<file path="config.mk">
export PLATFORM = sky130hd
export DESIGN_NAME = rob_subsystem
export DESIGN_NICKNAME = d
export VERILOG_FILES = /design/src/verilog/rob_pkg.sv /design/src/verilog/rob_subsystem.sv /design/src/verilog/cdb_arbiter.sv /design/src/verilog/exec_pipe.sv /design/src/verilog/rob.sv /design/src/verilog/tag_cam.sv
export SDC_FILE = /design/constraint.sdc
export NUM_CORES = 1
export LEC_CHECK = 0
export BUFFER_PORTS_ARGS = -buffer_cell sky130_fd_sc_hd__buf_2
export CAP_MARGIN = 20
export CORE_MARGIN = 5
export CORE_UTILIZATION = 62
export DETAILED_ROUTE_END_ITERATION = 10
export PLACE_DENSITY_LB_ADDON = 0.15
export SLEW_MARGIN = 20
export SYNTH_ARGS = -nofsm -noshare
export SYNTH_HDL_FRONTEND = slang
export SYNTH_SLANG_ARGS = --single-unit
</file>
<file path="constraint.sdc">
create_clock -name clock -period 12.14 [get_ports clock]
set_input_delay 2.428 -clock clock [delete_from_list [all_inputs] [get_ports clock]]
set_output_delay 2.428 -clock clock [all_outputs]
set_load 0.01 [all_outputs]
</file>
<file path="src/verilog/rob_pkg.sv">
`default_nettype none

package rob_pkg;

	localparam int SS_SIZE      = 2;  // Dispatch and retire width
	localparam int ROB_SIZE     = 8;
	localparam int NUM_PHYS_REG = 32;
	localparam int ROB_IDX_W    = $clog2(ROB_SIZE) + 1;  // Extra wrap bit
	localparam int PREG_W       = $clog2(NUM_PHYS_REG);
	localparam int MULT_LATENCY = 3;
	localparam int ALU_LATENCY  = 1;

	localparam logic [31:0] NOOP_INST = 32'h47ff041f;

	// Ready set means the value exists, no broadcast pending
	typedef struct packed {
		logic              ready;
		logic [PREG_W-1:0] idx;
	} phys_tag_t;

	typedef struct packed {
		phys_tag_t   t_new;
		phys_tag_t   t_old;
		logic        halt;
		logic        busy;
		logic [31:0] inst;
	} rob_entry_t;

	typedef struct packed {
		logic        valid;
		phys_tag_t   t_new;
		phys_tag_t   t_old;
		logic        halt;
		logic [31:0] inst;
	} dispatch_t;

	typedef struct packed {
		logic              valid;
		logic [PREG_W-1:0] idx;
	} cdb_t;

	typedef struct packed {
		logic              valid;
		logic [PREG_W-1:0] idx;
	} issue_t;

endpackage

`default_nettype wire
</file>
<file path="src/verilog/rob_subsystem.sv">
`default_nettype none

module rob_subsystem (
	input  wire logic                                      clock,
	input  wire logic                                      rst_n,
	input  wire logic                                      enable,
	input  wire logic                                      branch_not_taken,
	input  wire rob_pkg::dispatch_t [rob_pkg::SS_SIZE-1:0] dispatch_in,
	input  wire rob_pkg::issue_t                           alu_issue,
	input  wire rob_pkg::issue_t                           mult_issue,
	output logic                                           alu_issue_ready,
	output logic                                           mult_issue_ready,
	output rob_pkg::rob_entry_t [rob_pkg::SS_SIZE-1:0]     retire_out,
	output logic [rob_pkg::ROB_IDX_W-1:0]                  free_rows_next,
	output logic                                           full,
	output rob_pkg::cdb_t                                  cdb_out
);
	import rob_pkg::*;

	logic              alu_req;
	logic              mult_req;
	logic              alu_grant;
	logic              mult_grant;
	logic [PREG_W-1:0] alu_tag;
	logic [PREG_W-1:0] mult_tag;

	exec_pipe #(.LATENCY(ALU_LATENCY)) alu_pipe (
		.clock      (clock),
		.rst_n      (rst_n),
		.flush      (branch_not_taken),
		.issue      (alu_issue),
		.issue_ready(alu_issue_ready),
		.cdb_req    (alu_req),
		.cdb_tag    (alu_tag),
		.cdb_grant  (alu_grant)
	);

	exec_pipe #(.LATENCY(MULT_LATENCY)) mult_pipe (
		.clock      (clock),
		.rst_n      (rst_n),
		.flush      (branch_not_taken),
		.issue      (mult_issue),
		.issue_ready(mult_issue_ready),
		.cdb_req    (mult_req),
		.cdb_tag    (mult_tag),
		.cdb_grant  (mult_grant)
	);

	cdb_arbiter arb0 (
		.clock     (clock),
		.rst_n     (rst_n),
		.alu_req   (alu_req),
		.mult_req  (mult_req),
		.alu_tag   (alu_tag),
		.mult_tag  (mult_tag),
		.alu_grant (alu_grant),
		.mult_grant(mult_grant),
		.cdb       (cdb_out)
	);

	rob rob0 (
		.clock           (clock),
		.rst_n           (rst_n),
		.enable          (enable),
		.branch_not_taken(branch_not_taken),
		.dispatch_in     (dispatch_in),
		.cdb_in          (cdb_out),
		.retire_out      (retire_out),
		.free_rows_next  (free_rows_next),
		.full            (full)
	);

endmodule

`default_nettype wire

</file>
<file path="src/verilog/cdb_arbiter.sv">
`default_nettype none

module cdb_arbiter (
	input  wire logic                  clock,
	input  wire logic                  rst_n,
	input  wire logic                  alu_req,
	input  wire logic                  mult_req,
	input  wire logic [rob_pkg::PREG_W-1:0] alu_tag,
	input  wire logic [rob_pkg::PREG_W-1:0] mult_tag,
	output logic                       alu_grant,
	output logic                       mult_grant,
	output rob_pkg::cdb_t              cdb
);

	logic last_mult;  // Last winner was the multiply lane

	// On a tie the previous winner steps aside
	assign alu_grant  = alu_req && (!mult_req || last_mult);
	assign mult_grant = mult_req && !alu_grant;

	assign cdb.valid = alu_grant || mult_grant;
	assign cdb.idx   = alu_grant ? alu_tag : mult_tag;

	always_ff @(posedge clock) begin
		if (!rst_n) begin
			last_mult <= 1'b1;  // First contest goes to the integer lane
		end else if (alu_grant || mult_grant) begin
			last_mult <= mult_grant;
		end
	end

endmodule

`default_nettype wire

</file>
<file path="src/verilog/exec_pipe.sv">
`default_nettype none

module exec_pipe #(
	parameter int LATENCY = 1
) (
	input  wire logic                   clock,
	input  wire logic                   rst_n,
	input  wire logic                   flush,
	input  wire rob_pkg::issue_t        issue,
	output logic                        issue_ready,
	output logic                        cdb_req,
	output logic [rob_pkg::PREG_W-1:0]  cdb_tag,
	input  wire logic                   cdb_grant
);
	import rob_pkg::*;

	issue_t [LATENCY-1:0] stage;
	logic                 advance;

	// Tags in flight at a flush are dead, keep them off the bus
	assign cdb_req = stage[LATENCY-1].valid && !flush;
	assign cdb_tag = stage[LATENCY-1].idx;

	assign advance     = !stage[LATENCY-1].valid || cdb_grant;
	assign issue_ready = advance || !stage[0].valid;  // Empty first slot still fills

	always_ff @(posedge clock) begin
		if (!rst_n || flush) begin
			for (int i = 0; i < LATENCY; i++) begin
				stage[i].valid <= 1'b0;
			end
		end else begin
			if (issue_ready) begin
				stage[0] <= issue;
			end
			if (advance) begin
				for (int i = 1; i < LATENCY; i++) begin
					stage[i] <= stage[i-1];
				end
			end
		end
	end

endmodule

`default_nettype wire

</file>
<file path="src/verilog/rob.sv">
`default_nettype none

module rob (
	input  wire logic                                      clock,
	input  wire logic                                      rst_n,
	input  wire logic                                      enable,
	input  wire logic                                      branch_not_taken,
	input  wire rob_pkg::dispatch_t [rob_pkg::SS_SIZE-1:0] dispatch_in,
	input  wire rob_pkg::cdb_t                             cdb_in,
	output rob_pkg::rob_entry_t [rob_pkg::SS_SIZE-1:0]     retire_out,
	output logic [rob_pkg::ROB_IDX_W-1:0]                  free_rows_next,
	output logic                                           full
);
	import rob_pkg::*;

	rob_entry_t [ROB_SIZE-1:0] rob_table;
	rob_entry_t [ROB_SIZE-1:0] rob_table_d;

	logic [ROB_IDX_W-1:0] head;
	logic [ROB_IDX_W-1:0] tail;
	logic [ROB_IDX_W-1:0] head_next;
	logic [ROB_IDX_W-1:0] tail_next;
	logic [ROB_IDX_W-1:0] space;  // Free rows while building next state
	logic [ROB_IDX_W-2:0] row;

	logic [ROB_SIZE-1:0][PREG_W-1:0] new_tags;
	logic [ROB_SIZE-1:0]             hits;
	logic [ROB_SIZE-1:0]             can_retire;
	logic [ROB_SIZE-1:0]             busy_vec;
	logic                            chain;  // Lanes stay in order

	tag_cam cam0 (
		.enable  (cdb_in.valid),
		.tag     (cdb_in.idx),
		.table_in(new_tags),
		.hits    (hits)
	);

	always_comb begin
		for (int i = 0; i < ROB_SIZE; i++) begin
			new_tags[i]   = rob_table[i].t_new.idx;
			busy_vec[i]   = rob_table[i].busy;
			// A broadcast this cycle counts right away
			can_retire[i] = rob_table[i].busy && (rob_table[i].t_new.ready || hits[i]);
		end
	end

	assign full = &busy_vec;

	always_comb begin
		rob_table_d = rob_table;
		head_next   = head;
		tail_next   = tail;

		// Wakeup from the CDB
		for (int i = 0; i < ROB_SIZE; i++) begin
			if (hits[i] && rob_table[i].busy) begin
				rob_table_d[i].t_new.ready = 1'b1;
			end
		end

		// Retire from the head, stop at the first entry still waiting
		chain = enable && !branch_not_taken;
		for (int r = 0; r < SS_SIZE; r++) begin
			retire_out[r]      = '0;
			retire_out[r].inst = NOOP_INST;
			row = head[ROB_IDX_W-2:0] + (ROB_IDX_W-1)'(r);
			if (chain && can_retire[row]) begin
				retire_out[r]          = rob_table_d[row];
				rob_table_d[row].busy  = 1'b0;
				head_next              = head_next + 1'b1;
			end else begin
				chain = 1'b0;
			end
		end

		// Dispatch may reuse rows freed above
		space = ROB_IDX_W'(ROB_SIZE) - (tail - head_next);
		chain = enable && !branch_not_taken;
		for (int d = 0; d < SS_SIZE; d++) begin
			row = tail_next[ROB_IDX_W-2:0];
			if (chain && dispatch_in[d].valid && space != '0) begin
				rob_table_d[row].t_new = dispatch_in[d].t_new;
				rob_table_d[row].t_new.ready = dispatch_in[d].t_new.ready
					|| (cdb_in.valid && cdb_in.idx == dispatch_in[d].t_new.idx);
				rob_table_d[row].t_old = dispatch_in[d].t_old;
				rob_table_d[row].halt  = dispatch_in[d].halt;
				rob_table_d[row].inst  = dispatch_in[d].inst;
				rob_table_d[row].busy  = 1'b1;
				tail_next = tail_next + 1'b1;
				space     = space - 1'b1;
			end else begin
				chain = 1'b0;  // Lane 1 needs lane 0 taken
			end
		end

		if (branch_not_taken) begin
			free_rows_next = ROB_IDX_W'(ROB_SIZE);
		end else begin
			free_rows_next = space;
		end
	end

	always_ff @(posedge clock) begin
		if (!rst_n || branch_not_taken) begin
			head <= '0;
			tail <= '0;
			for (int i = 0; i < ROB_SIZE; i++) begin
				rob_table[i].busy <= 1'b0;
			end
		end else begin
			head      <= head_next;
			tail      <= tail_next;
			rob_table <= rob_table_d;
		end
	end

endmodule

`default_nettype wire

</file>
<file path="src/verilog/tag_cam.sv">
`default_nettype none

module tag_cam (
	input  wire logic                                               enable,
	input  wire logic [rob_pkg::PREG_W-1:0]                         tag,
	input  wire logic [rob_pkg::ROB_SIZE-1:0][rob_pkg::PREG_W-1:0] table_in,
	output logic      [rob_pkg::ROB_SIZE-1:0]                       hits
);
	import rob_pkg::*;

	// One comparator per row, all in parallel
	always_comb begin
		for (int i = 0; i < ROB_SIZE; i++) begin
			hits[i] = enable && (table_in[i] == tag);
		end
	end

endmodule

`default_nettype wire

</file>
==> metrics <==
initial core utilization 0.628; commonest cells after routing, fill and taps aside 389 x sky130_fd_sc_hd__mux2i_1, 380 x sky130_fd_sc_hd__edfxtp_1, 295 x sky130_fd_sc_hd__nor2_1; number of buffers inserted during clock tree synthesis 46; Antenna Nets Post-Route 0; post-synth cell types 84; Critical path buffers and inverters 4; average instance area after synthesis ~10 um2; vias per inst about 7; FF-to-FF End rob0.rob_table[129]; post-route total power 3.20 mW; post-synthesis share of cell area spent on full adders, half adders and majority gates 0.00433; achievable clock frequency 0.0862 GHz; Filler Cells Inserted between 3000 and 4000; power density cells roughly 110 mW/mm2; sequential-to-total area share from yosys stat 0.426; post-route clock skew ~0.025 ns; detailed-route wire length per cell 28.4 um; startpoint of the most critical hold path mult_pipe.stage[4]; data required time of the critical path roughly 10 ns; multiplexer share of the synthesized area 0.217; register-to-register setup slack around 3.5 ns; Sinks on Clock Net between 400 and 500; CP startpoint kind input pin; number of pins with negative max-slew slack in the final report 0; xor and xnor area share after synthesis 0.0173; Total Die Area around 0.049 mm2; synthesized netlist net count around 2900; clock-pin slew reported for the worst setup and hold paths after clock tree synthesis roughly 0.050 ns; RSZ-0062 raised after global routing no; number of I/O pins between 200 and 250; most frequent standard cell in the layout excluding fill and tap cells sky130_fd_sc_hd__mux2i_1; number of warnings printed during yosys synthesis 0; initial DRC count approximately 3800; Final Hold Fails 0; crit path capture type output port; Area after DPL 0.0285 mm2; relative area change from synthesis to final layout 7.43%; GP Congestion approximately 1; post-CTS setup buffer count 0; count of endpoints failing setup in the final report 0; synthesized instance count 2761; count of state elements after synthesis around 400; actual slew at the worst max-slew pin 1.17 ns; Worst Path Class, Setup input pin to output port; slowest cell delay on critical path between 0.6 and 0.7 ns; leakage power summed over all cells between 10 and 15 nW; slowest stage cell on the critical path sky130_fd_sc_hd__and2b_1; later-pin clock latency in the skew report approximately 0.6 ns; final design utilization 0.675; pin count of the biggest net entering global routing 143; TritonCTS clock tree yes; GRT Total Usage 0.371; final cell area excluding filler cells between 0.02 and 0.03 mm2; number of global-route vias before repair 23200; placed wire-length estimate after detailed placement around 56000 um; dominant register cell in the synthesized netlist sky130_fd_sc_hd__edfxtp_1; area of the mapped netlist 0.0278 mm2; hold worst-path end mult_pipe.stage[10]; clock period minus worst slack ~12 ns; maximum number of buffers from clock root to sink 3; Critical Path AT a little over 9 ns; Row Count between 70 and 80; sum of routed wire length over all layers between 90000 and 100000 um; fraction of layout instances using a drive strength above 1 0.167; fraction of the mapped netlist area in simple logic gates 0.123; antenna violations before repair 11; Post-layout nets around 2900; number of enable-type register cells in the synthesized netlist between 300 and 400; number of iterations in the first detailed-routing pass 7; status complete, no violations; number of hold buffers added after CTS 0; Place WS between 0.7 and 0.8 ns; total negative setup slack 0 ns; Final Worst Setup Slack 0.538 ns; path class of the lowest-slack min-delay path flip-flop to flip-flop; root cell of the clock tree sky130_fd_sc_hd__clkbuf_16; number of DRC violations after detailed routing 0; worst hold path depth 0; die span in x between 200 and 250 um; Critical Path Fanout Max 17; Core ar. ~0.044 mm2; Reg2Reg Launch Point rob0.head[0]; kind of cell adding the most delay to the critical path simple AND/OR/NAND/NOR gates; dominant combinational cell family by area after synthesis multiplexers; via total after detailed routing between 20000 and 25000; worst relative slew slack 0.218; global-route congestion overflow total 0; max_cap viols 0; Max rail drop VDD 117 uV; final critical-path share of the clock period 0.956; # H-tree levels 2; port buffer count roughly 210; Synth Area in Compound Gates 0.149; number of resized instances in the post-cts repair step 0; proportion of register bits with asynchronous set or reset after synthesis 0; first-pass GRT wire length ~140000 um; Die H 222 um; logic depth of the worst register-to-register path 25
==> how the worst max path moves through the flow <==
stage / startpoint / to / slack, ns / depth (start not counted)
finish: branch_not_taken / free_rows_next[0] / 0.54 / 25
global route: branch_not_taken / free_rows_next[0] / 0.11 / 25
CTS: branch_not_taken / free_rows_next[0] / 0.75 / 25
detailed placement: branch_not_taken / free_rows_next[0] / 0.76 / 25
global placement: branch_not_taken / free_rows_next[3] / 0.96 / 24
floorplan: branch_not_taken / rob0.tail[1] / 1.34 / 5
==> power by group <==
part           internal, mW  switching, mW
Sequential             1.58         0.0525
Combinational         0.101          0.149
Clock                 0.733          0.586
Total                  2.41          0.787
==> synthesized netlist by cell type (all sizes together) (5+ instances only) <==
| master | count | area (um2) |
|---|---|---|
| a221oi | 18 | 158 |
| ha | 8 | 100 |
| nand2b | 24 | 158 |
| nor2b | 11 | 68.8 |
| or3 | 5 | 31.3 |
| o211ai | 10 | 75.1 |
| o2111ai | 8 | 70.1 |
| a31oi | 10 | 62.6 |
| nor2 | 299 | 1130 |
| clkbuf | 142 | 533 |
| edfxtp | 380 | 11400 |
| nand4 | 22 | 138 |
| mux4 | 88 | 1980 |
| mux2i | 390 | 3910 |
| a21oi | 283 | 1420 |
| nand4b | 5 | 43.8 |
| nand3 | 41 | 215 |
| and2 | 16 | 100 |
| mux2 | 13 | 146 |
| xnor2 | 29 | 254 |
| or2 | 6 | 37.5 |
| o221ai | 13 | 120 |
| a22o | 18 | 158 |
| or4 | 18 | 135 |
| nor3 | 16 | 85.1 |
| dfxtp | 21 | 420 |
| nand2 | 270 | 1020 |
| a211oi | 12 | 113 |
| xor2 | 26 | 228 |
| o22ai | 86 | 538 |
| buf | 174 | 1080 |
| inv | 34 | 128 |
| a22oi | 33 | 248 |
| o21ai | 157 | 786 |
| nor4 | 14 | 118 |
==> cell families after synthesis <==
logic type / count (synthesis)
AO/OA/AOI/OAI: 688
buffers and inverters: 352
adder cells (fa/ha/maj): 9
XOR/XNOR: 55
multiplexers: 491
AND/OR/NAND/NOR: 765
flip-flops: 401
==> worst register-to-register path, cell delays in order (launching register included) <==
cell	delay, ns
sky130_fd_sc_hd__dfxtp_4	0.83
sky130_fd_sc_hd__nor2b_1	0.29
sky130_fd_sc_hd__nand2_1	0.69
sky130_fd_sc_hd__buf_4	0.41
sky130_fd_sc_hd__o21a_1	0.17
sky130_fd_sc_hd__o211ai_1	0.09
sky130_fd_sc_hd__a21oi_1	0.18
sky130_fd_sc_hd__o211ai_1	0.11
sky130_fd_sc_hd__nand2b_2	0.20
sky130_fd_sc_hd__inv_1	0.48
sky130_fd_sc_hd__o21ai_0	0.24
sky130_fd_sc_hd__ha_1	0.33
sky130_fd_sc_hd__mux2_2	0.29
sky130_fd_sc_hd__ha_1	0.28
sky130_fd_sc_hd__ha_1	0.13
sky130_fd_sc_hd__inv_1	0.05
sky130_fd_sc_hd__fa_1	0.64
sky130_fd_sc_hd__nor2b_1	0.21
sky130_fd_sc_hd__o21ai_0	0.13
sky130_fd_sc_hd__a21oi_1	0.32
sky130_fd_sc_hd__nor3_1	0.14
sky130_fd_sc_hd__a211oi_4	0.51
sky130_fd_sc_hd__nand4b_1	0.20
sky130_fd_sc_hd__buf_4	0.51
sky130_fd_sc_hd__buf_4	0.70
sky130_fd_sc_hd__a21oi_1	0.16
==> routing by layer <==
metal	wire, um	track usage	part of all wire
met1	34800	0.473	0.36
met2	43300	0.586	0.45
met3	12200	0.100	0.13
met4	5910	0.192	0.061
met5	41	0	0.00043
==> layout make-up <==
cell class	instances	area, um2	area share
multi-input combinational	2008	14300	0.478
clock buffer	55	1180	0.0397
inverter	36	143	0.00478
tap	592	741	0.0248
timing repair buffer	261	1470	0.0492
antenna	8	20.0	0.000671
clock inverter	25	173	0.00579
sequential	401	11800	0.397
==> flip-flops by register name, summed over array words and instances (netlist names) <==
signal,cells
alu_pipe.cdb_tag,5
alu_pipe.stage,1
rob0.busy_vec,8
arb0.last_mult,1
mult_pipe.stage,13
rob0.new_tags,40
rob0.head,4
rob0.rob_table,320
mult_pipe.cdb_tag,5
rob0.tail,4
==> stage by stage <==
stage | std cells | hold WS (ns)
after CTS | 3378 | 0.419
after global placement | 3298 | 0.401
after global routing | 3381 | 0.424
final | 3386 | 0.418
after floorplan | 2761 | 0.400
after detailed placement | 3298 | 0.405
No activity file was read; power rests on OpenSTA's default activity.
